### src/logic/cpuSettings.svh
`ifndef CPU_SETTINGS_SVH
`define CPU_SETTINGS_SVH

// Data and address width of the core
`define CPU_WORD_WIDTH 32

// Register bank size with r0 to r15 and the privileged stack pointer
`define CPU_REG_COUNT 17

`define CPU_DATA_AREA_START 8192   // Reset value of r0

`define CPU_STACK_TOP {`CPU_WORD_WIDTH{1'b1}}   // Both stacks start here

`define CPU_TRAP_VECTOR 16   // PC after a trap

// Immediate field width inside the instruction word
`define CPU_IMM_WIDTH 16

`endif

### src/logic/cpuPkg.sv
`include "cpuSettings.svh"

package cpuPkg;

    typedef logic [`CPU_WORD_WIDTH-1:0] word_t;
    typedef logic [3:0] regIndex_t;
    typedef logic [3:0] opcode_t;
    typedef logic [2:0] aluOp_t;
    typedef logic [1:0] wbSel_t;

    // Opcodes in bits 31 to 28
    localparam opcode_t ADD       = 4'd0;
    localparam opcode_t SUB       = 4'd1;
    localparam opcode_t AND       = 4'd2;
    localparam opcode_t OR        = 4'd3;
    localparam opcode_t XOR       = 4'd4;
    localparam opcode_t ADDI      = 4'd5;
    localparam opcode_t LOAD      = 4'd6;
    localparam opcode_t STORE     = 4'd7;
    localparam opcode_t JUMP      = 4'd8;
    localparam opcode_t BEQ       = 4'd9;
    localparam opcode_t PUSH      = 4'd10;
    localparam opcode_t POP       = 4'd11;
    localparam opcode_t TRAP      = 4'd12;
    localparam opcode_t RETURN    = 4'd13;
    localparam opcode_t CLEARDATA = 4'd14;

    localparam aluOp_t ALU_ADD   = 3'd0;
    localparam aluOp_t ALU_SUB   = 3'd1;
    localparam aluOp_t ALU_AND   = 3'd2;
    localparam aluOp_t ALU_OR    = 3'd3;
    localparam aluOp_t ALU_XOR   = 3'd4;
    localparam aluOp_t ALU_PASSB = 3'd5;

    localparam wbSel_t WB_NONE = 2'd0;
    localparam wbSel_t WB_ALU  = 2'd1;
    localparam wbSel_t WB_MEM  = 2'd2;

endpackage

### src/logic/aluExecute.sv
`timescale 1ns/1ns

module aluExecute
    import cpuPkg::*;
(
    input  word_t  readA,
    input  word_t  readB,
    input  word_t  immediate,
    input  logic   useImmediate,
    input  aluOp_t aluOp,
    output word_t  aluResult,
    output logic   branchTaken
);

    word_t operandB;

    assign operandB = useImmediate ? immediate : readB;   // rb or sign-extended imm

    always_comb begin
        case (aluOp)
            ALU_ADD: begin
                aluResult = readA + operandB;
            end
            ALU_SUB: begin
                aluResult = readA - operandB;
            end
            ALU_AND: begin
                aluResult = readA & operandB;
            end
            ALU_OR: begin
                aluResult = readA | operandB;
            end
            ALU_XOR: begin
                aluResult = readA ^ operandB;
            end
            ALU_PASSB: begin
                aluResult = operandB;
            end
            default: begin
                aluResult = readA + operandB;
            end
        endcase
    end

    // Zero test of ra - rb for BEQ
    assign branchTaken = (readA == readB);

endmodule

### src/logic/cpuCore.sv
`timescale 1ns/1ns

module cpuCore
    import cpuPkg::*;
(
    input  logic  clock,
    input  logic  reset,
    input  logic  step,
    input  word_t instruction,
    input  word_t loadData,
    output word_t memAddress,
    output word_t storeData,
    output logic  memWrite,
    output logic  memRead,
    output word_t currentPc,
    output word_t currentSp,
    output logic  privileged
);

    regIndex_t rdIndex;
    regIndex_t raIndex;
    regIndex_t rbIndex;
    word_t     immediate;
    aluOp_t    aluOp;
    wbSel_t    wbSel;
    logic      useImmediate;
    logic      isLoad;
    logic      isStore;
    logic      isPush;
    logic      isPop;
    logic      isJump;
    logic      isBranch;
    logic      isTrap;
    logic      isReturn;
    logic      isClearData;
    word_t     readA;
    word_t     readB;
    word_t     readDest;
    word_t     aluResult;
    logic      branchTaken;
    word_t     linkValue;
    word_t     nextPc;
    word_t     nextSp;

    // Strobes only live while an instruction is being stepped
    assign memWrite  = step & (isStore | isPush);
    assign memRead   = step & (isLoad | isPop);
    assign storeData = readDest;

    instructionDecoder decoder0 (
        .instruction (instruction), .rdIndex (rdIndex), .raIndex (raIndex),
        .rbIndex (rbIndex), .immediate (immediate), .aluOp (aluOp), .wbSel (wbSel),
        .useImmediate (useImmediate), .isLoad (isLoad), .isStore (isStore),
        .isPush (isPush), .isPop (isPop), .isJump (isJump), .isBranch (isBranch),
        .isTrap (isTrap), .isReturn (isReturn), .isClearData (isClearData)
    );

    aluExecute execute0 (
        .readA (readA), .readB (readB), .immediate (immediate),
        .useImmediate (useImmediate), .aluOp (aluOp),
        .aluResult (aluResult), .branchTaken (branchTaken)
    );

    pcStackUnit pcStack0 (
        .clock (clock), .reset (reset), .step (step), .isJump (isJump),
        .isBranch (isBranch), .isTrap (isTrap), .isReturn (isReturn),
        .isPush (isPush), .isPop (isPop), .isClearData (isClearData),
        .branchTaken (branchTaken), .aluResult (aluResult), .immediate (immediate),
        .linkValue (linkValue), .currentPc (currentPc), .currentSp (currentSp),
        .nextPc (nextPc), .nextSp (nextSp), .memAddress (memAddress),
        .privileged (privileged)
    );

    regBank bank0 (
        .clock (clock), .reset (reset), .step (step), .privileged (privileged),
        .raIndex (raIndex), .rbIndex (rbIndex), .rdIndex (rdIndex), .wbSel (wbSel),
        .aluResult (aluResult), .loadData (loadData), .nextPc (nextPc),
        .nextSp (nextSp), .isTrap (isTrap), .isClearData (isClearData),
        .readA (readA), .readB (readB), .readDest (readDest),
        .currentPc (currentPc), .currentSp (currentSp), .linkValue (linkValue)
    );

endmodule

### src/logic/instructionDecoder.sv
`timescale 1ns/1ns

module instructionDecoder
    import cpuPkg::*;
(
    input  word_t     instruction,
    output regIndex_t rdIndex,
    output regIndex_t raIndex,
    output regIndex_t rbIndex,
    output word_t     immediate,
    output aluOp_t    aluOp,
    output wbSel_t    wbSel,
    output logic      useImmediate,
    output logic      isLoad,
    output logic      isStore,
    output logic      isPush,
    output logic      isPop,
    output logic      isJump,
    output logic      isBranch,
    output logic      isTrap,
    output logic      isReturn,
    output logic      isClearData
);

    opcode_t opcode;

    assign opcode  = instruction[31:28];
    assign rdIndex = instruction[27:24];
    assign raIndex = instruction[23:20];
    assign rbIndex = instruction[19:16];
    assign immediate = {{($bits(word_t) - 16){instruction[15]}}, instruction[15:0]};

    always_comb begin
        aluOp        = ALU_ADD;
        wbSel        = WB_NONE;
        useImmediate = 1'b0;
        isLoad       = 1'b0;
        isStore      = 1'b0;
        isPush       = 1'b0;
        isPop        = 1'b0;
        isJump       = 1'b0;
        isBranch     = 1'b0;
        isTrap       = 1'b0;
        isReturn     = 1'b0;
        isClearData  = 1'b0;

        case (opcode)
            ADD: begin
                wbSel = WB_ALU;
            end
            SUB: begin
                aluOp = ALU_SUB;
                wbSel = WB_ALU;
            end
            AND: begin
                aluOp = ALU_AND;
                wbSel = WB_ALU;
            end
            OR: begin
                aluOp = ALU_OR;
                wbSel = WB_ALU;
            end
            XOR: begin
                aluOp = ALU_XOR;
                wbSel = WB_ALU;
            end
            ADDI: begin
                wbSel        = WB_ALU;
                useImmediate = 1'b1;
            end
            LOAD: begin
                wbSel        = WB_MEM;
                useImmediate = 1'b1;   // Address is ra + imm
                isLoad       = 1'b1;
            end
            STORE: begin
                useImmediate = 1'b1;
                isStore      = 1'b1;
            end
            JUMP: begin
                aluOp        = ALU_PASSB;   // Target also visible on aluResult
                useImmediate = 1'b1;
                isJump       = 1'b1;
            end
            BEQ:       isBranch = 1'b1;
            PUSH:      isPush = 1'b1;
            POP: begin
                wbSel = WB_MEM;
                isPop = 1'b1;
            end
            TRAP:      isTrap = 1'b1;
            RETURN:    isReturn = 1'b1;
            CLEARDATA: isClearData = 1'b1;
            default: begin
                // Unknown opcode is a no-op and PC still advances
                wbSel = WB_NONE;
            end
        endcase
    end

endmodule

### src/logic/pcStackUnit.sv
`timescale 1ns/1ns

`include "cpuSettings.svh"

module pcStackUnit
    import cpuPkg::*;
(
    input  logic  clock,
    input  logic  reset,
    input  logic  step,
    input  logic  isJump,
    input  logic  isBranch,
    input  logic  isTrap,
    input  logic  isReturn,
    input  logic  isPush,
    input  logic  isPop,
    input  logic  isClearData,
    input  logic  branchTaken,
    input  word_t aluResult,
    input  word_t immediate,
    input  word_t linkValue,
    input  word_t currentPc,
    input  word_t currentSp,
    output word_t nextPc,
    output word_t nextSp,
    output word_t memAddress,
    output logic  privileged
);

    word_t spDecrement;

    assign spDecrement = currentSp - word_t'(1);

    always_ff @(posedge clock) begin
        if (reset) begin
            privileged <= 1'b0;
        end else if (step) begin
            if (isTrap) privileged <= 1'b1;
            else if (isReturn) privileged <= 1'b0;
        end
    end

    always_comb begin
        if (isJump) nextPc = immediate;
        else if (isBranch && branchTaken) nextPc = currentPc + immediate;   // Relative
        else if (isTrap) nextPc = word_t'(`CPU_TRAP_VECTOR);
        else if (isReturn) nextPc = linkValue;
        else nextPc = currentPc + word_t'(1);
    end

    always_comb begin
        if (isPush) nextSp = spDecrement;
        else if (isPop) nextSp = currentSp + word_t'(1);
        else if (isClearData) nextSp = `CPU_STACK_TOP;
        else nextSp = currentSp;
    end

    // Push writes below the current top, pop reads at it
    assign memAddress = isPush ? spDecrement : (isPop ? currentSp : aluResult);

endmodule

### src/logic/regBank.sv
`timescale 1ns/1ns

`include "cpuSettings.svh"

module regBank
    import cpuPkg::*;
(
    input  logic      clock,
    input  logic      reset,
    input  logic      step,
    input  logic      privileged,
    input  regIndex_t raIndex,
    input  regIndex_t rbIndex,
    input  regIndex_t rdIndex,
    input  wbSel_t    wbSel,
    input  word_t     aluResult,
    input  word_t     loadData,
    input  word_t     nextPc,
    input  word_t     nextSp,
    input  logic      isTrap,
    input  logic      isClearData,
    output word_t     readA,
    output word_t     readB,
    output word_t     readDest,
    output word_t     currentPc,
    output word_t     currentSp,
    output word_t     linkValue
);

    localparam logic [4:0] LINK_SLOT = 5'd13;
    localparam logic [4:0] USER_SP   = 5'd14;
    localparam logic [4:0] PC_SLOT   = 5'd15;
    localparam logic [4:0] PRIV_SP   = 5'd16;

    word_t bank [`CPU_REG_COUNT];

    logic [4:0] spIndex;
    logic       rdIsSpecial;

    assign spIndex   = privileged ? PRIV_SP : USER_SP;
    assign currentSp = bank[spIndex];
    assign currentPc = bank[PC_SLOT];
    assign linkValue = bank[LINK_SLOT];

    // r14 always reads as whichever stack is active
    assign readA    = (raIndex == 4'd14) ? currentSp : bank[{1'b0, raIndex}];
    assign readB    = (rbIndex == 4'd14) ? currentSp : bank[{1'b0, rbIndex}];
    assign readDest = (rdIndex == 4'd14) ? currentSp : bank[{1'b0, rdIndex}];

    assign rdIsSpecial = (rdIndex == 4'd14) || (rdIndex == 4'd15);

    always_ff @(posedge clock) begin
        if (reset) begin
            bank[0]       <= word_t'(`CPU_DATA_AREA_START);
            bank[USER_SP] <= `CPU_STACK_TOP;
            bank[PC_SLOT] <= '0;
            bank[PRIV_SP] <= `CPU_STACK_TOP;
        end else if (step) begin
            bank[PC_SLOT] <= nextPc;
            bank[spIndex] <= nextSp;   // Clear-data already folded into nextSp

            if (!rdIsSpecial) begin
                case (wbSel)
                    WB_ALU: bank[{1'b0, rdIndex}] <= aluResult;
                    WB_MEM: bank[{1'b0, rdIndex}] <= loadData;
                    default: ;
                endcase
            end

            if (isClearData) begin
                bank[0] <= word_t'(`CPU_DATA_AREA_START);
            end
            if (isTrap) begin
                bank[LINK_SLOT] <= currentPc + word_t'(1);   // Return address
            end
        end
    end

endmodule

### config.mk
export PLATFORM = sky130hd
export DESIGN_NAME = cpuCore
export DESIGN_NICKNAME = d
export VERILOG_FILES = /design/src/logic/cpuPkg.sv /design/src/logic/aluExecute.sv /design/src/logic/cpuCore.sv /design/src/logic/instructionDecoder.sv /design/src/logic/pcStackUnit.sv /design/src/logic/regBank.sv
export VERILOG_INCLUDE_DIRS = /design/src /design/src/logic
export SDC_FILE = /design/constraint.sdc
export NUM_CORES = 2
export LEC_CHECK = 0
export ABC_CLOCK_PERIOD_IN_PS = 7400
export BUFFER_PORTS_ARGS = -buffer_cell sky130_fd_sc_hd__buf_2
export CAP_MARGIN = 5
export CORE_AREA = 2 2 303 305
export CTS_CLUSTER_SIZE = 25
export DETAILED_ROUTE_END_ITERATION = 12
export DIE_AREA = 0 0 305 307
export PLACE_DENSITY = 0.69
export SLEW_MARGIN = 20
export SYNTH_ARGS = -nofsm -noshare
export SYNTH_HDL_FRONTEND = slang
export SYNTH_HIERARCHICAL = 1
export SYNTH_SLANG_ARGS = --single-unit
### constraint.sdc
create_clock -name clock -period 7.4 [get_ports clock]
set_input_delay 1.48 -clock clock [delete_from_list [all_inputs] [get_ports clock]]
set_output_delay 1.48 -clock clock [all_outputs]
set_load 0.005 [all_outputs]
==> out/metrics.yaml <==
power_and_ir_drop:
  power_uw: 11400
  vdd_drop_max_v: 0.000178
  power.leakage_uw: 0.0211
  power_density_nw_per_um2: 209
placement:
  gp_congestion: 1.04
  port_buffers: 197
  dp.cells: 5714
  hpwl_microns: 141000
floorplanning:
  die_h_microns: 307
  coreArea_sq_um: 90700
  io_pins: 198
  die-area_sq_um: 93600
  initial_core_util_pct: 49.4
  die_w_microns: 305
  fp-row-count: 111
drt:
  drt_iter0_drc: 7764
  drtPass1Iterations: 8
  totalWireLength_microns: 205000
  vias_per_cell: 7.18
  wl_per_cell_microns: 34.5
  drc: 0
  vias: 42500
  ant_nets: 0
setup_path:
  r2r_start: "pcStack0/privileged"
  crit_fanout: 8
  cp-start-kind: "input pin"
  cp.arrival_ps: 6650
  cp.required_ps: 5920
  rr_endpoint: "bank0/bank[8][29]"
  critical_path.startpoint: "instruction[16]"
  critPathKind: "in -> out"
  cp-end-kind: "primary output"
  reg2regPathDepth: 28
  critPathCapture: "memAddress[29]"
  r2r_slack_ps: 1400
global_route:
  grt_pass1_vias: 40100
  antenna_found_initial: 5
  grt.overflow.total: 0
  grt_max_degree: 70
  grt_use_total_pct: 42.2
  grt_pass1_wl_microns: 283000
timing:
  rsz0062_at_grt: "yes"
  max-slew-margin-rel_pct: 15.6
  setup_viol_count_final: 24
  worst_pin_slew_ps: 1270
  fmaxAchievable_mhz: 123
  fin_skew_ps: 32.1
  maxSlewViolCount: 0
  finalHoldViolations: 0
  fin_crit_ps: 8130
  setup_slack_ps: -731
  hold_slack_ps: 845
  timing.final.crit_share_pct: 110
yosys:
  ys.flop_type: "edfxtp_1"
  ys_warn_count: 6
  ys_types: 100
  ys_seq_area_share_pct: 36.5
  syn-mean-instance-area_sq_um: 10.9
  syn_inst: 4122
  synth_seq_cells: 545
  syn-num-nets: 4322
  synth-edff-count: 544
  async_reset_ff_share_pct: 0
  synth_area_sq_um: 44800
final_layout:
  nets: 4886
  fin_util_pct: 60.5
  drive_above_1_share_pct: 36.3
  synthToLayoutAreaGrowth_pct: 22.4
  fill_cells: 7303
  fin_cells: 5923
clock_network:
  cts-htree-levels: 2
  cts_tree: "done"
  insertion_delay_ps: 670
  clk_pin_slew_ps: 60
  ctsRootBufferMaster: "clkbuf_16"
  cts.sinks: 545
  cts_buffers: 57
  clockBufferDepth: 3
hold_path:
  hold_class: "reg -> reg"
  hold_path.startpoint: "bank0/bank[15][0]"
status:
  status: "finished with violations"
  violations: "negative setup slack"
flow_run:
  cap_violations: 0
-- cell usage in the layout (no fill, tap or decap), drive strengths merged, types with 11 or more instances in the layout --
cell type,count
o21a,13
clkinv,18
clkbuf,74
ha,131
buf,861
o221ai,67
and2,45
nor4,25
a211oi,34
mux4,337
a21oi,281
xor2,88
nor2,374
o22ai,53
inv,189
bufinv,11
nor3,52
edfxtp,544
o21ai,168
and3,35
mux2i,338
or2,14
o211ai,29
mux2,72
and4,13
nand3,83
a221oi,43
a21boi,17
a21o,37
o31ai,14
a22oi,28
nor2b,16
xnor2,75
nand2b,29
nand2,322
a31oi,59
nand4,27
-- final cells by class --
type	instances	area, sq um	area share [%]
Antenna cell	2	5.00	0.00912
Clock buffer	71	1520	2.77
Clock inverter	37	477	0.869
Inverter	185	694	1.27
Multi-Input combinational cell	3032	27600	50.3
Sequential cell	545	16400	29.8
Tap cell	1186	1480	2.70
Timing Repair Buffer	865	6730	12.3
-- worst max-delay path, stage by stage --
cell	delay (ps)
buf_16	150
buf_4	150
buf_12	120
mux4_2	540
o21ai_4	170
a32oi_4	180
mux2_4	320
buf_4	160
nor3_4	250
and2_4	240
buf_6	110
a31oi_4	80
xnor2_2	220
ha_4	250
and4_4	170
and2_4	150
a221oi_4	270
nand3b_1	160
o221ai_4	250
o21ai_2	90
or4_1	390
nand4_1	190
nor2_1	100
a211oi_2	250
buf_2	180
-- worst min-delay path by stage --
stage	end	slack, ps	depth (start not counted)
6_report	bank0/bank[13][0]	840	2
5_1_grt	bank0/bank[13][0]	850	2
4_1_cts	bank0/bank[13][0]	820	2
3_5_place_dp	bank0/bank[13][0]	800	2
3_3_place_gp	bank0/bank[13][0]	770	2
2_1_floorplan	pcStack0/privileged	510	2
-- flip-flops by register name (all words and copies together), names as in the netlist --
signal,count
bank0/bank,544
pcStack0/privileged,1
-- cells by family after synthesis --
logic type	count (synthesis)	share of synthesized area, %
flip-flops	545	36.5
XOR/XNOR	163	3.18
AND/OR/NAND/NOR	1072	11.2
buffers and inverters	545	5.42
multiplexers	747	26.7
adder cells (fa/ha/maj)	133	3.75
AO/OA/AOI/OAI	917	13.2
-- what timing repair did --
item	4_1_cts	5_1_grt
hold buffers	0	0
gates cloned	3	2
setup endpoints to repair	26	27
gates resized for setup	190	136
setup buffers	52	55
pin swaps	105	79
-- where the power goes --
group / leakage [uW] / internal (uW) / switching (uW)
combinational: 0.0151 / 1950 / 2670
clock: 0.000969 / 1840 / 1360
sequential: 0.00503 / 3580 / 40.4
-- synthesized netlist by cell type, types with 53 or more instances --
cell / number / area share, %
edfxtp_1: 544 / 36
nor2_1: 373 / 3.1
mux4_2: 337 / 17
nand2_1: 321 / 2.7
mux2i_1: 307 / 6.9
a21oi_1: 281 / 3.1
clkbuf_1: 199 / 1.7
o21ai_0: 166 / 1.9
inv_1: 155 / 1.3
ha_1: 131 / 3.7
xor2_1: 88 / 1.7
buf_2: 80 / 0.89
nand3_1: 79 / 0.88
xnor2_1: 75 / 1.5
mux2_2: 72 / 1.8
o221ai_1: 66 / 1.3
a31oi_1: 59 / 0.82
buf_4: 53 / 0.89
o22ai_1: 53 / 0.74
-- metrics by stage --
step	worst slack [ps]	TNS, ps	instance area, sq um
2_1_floorplan	-64.7	-64.7	45100
3_3_place_gp	-845	-13090	50500
3_5_place_dp	-936	-13700	50500
4_1_cts	-529	-5790	53800
5_1_grt	-797	-12730	54900
6_report	-731	-9710	54900
-- metal layers --
metal | share of wire, % | global-route usage [%] | wire (microns)
met5 | 0.025 | 0 | 51
met4 | 8.0 | 26.4 | 16400
met3 | 19 | 20.6 | 38000
met2 | 40 | 58.8 | 82500
met1 | 33 | 52.1 | 67600
Power figures use the tool's default switching activity.
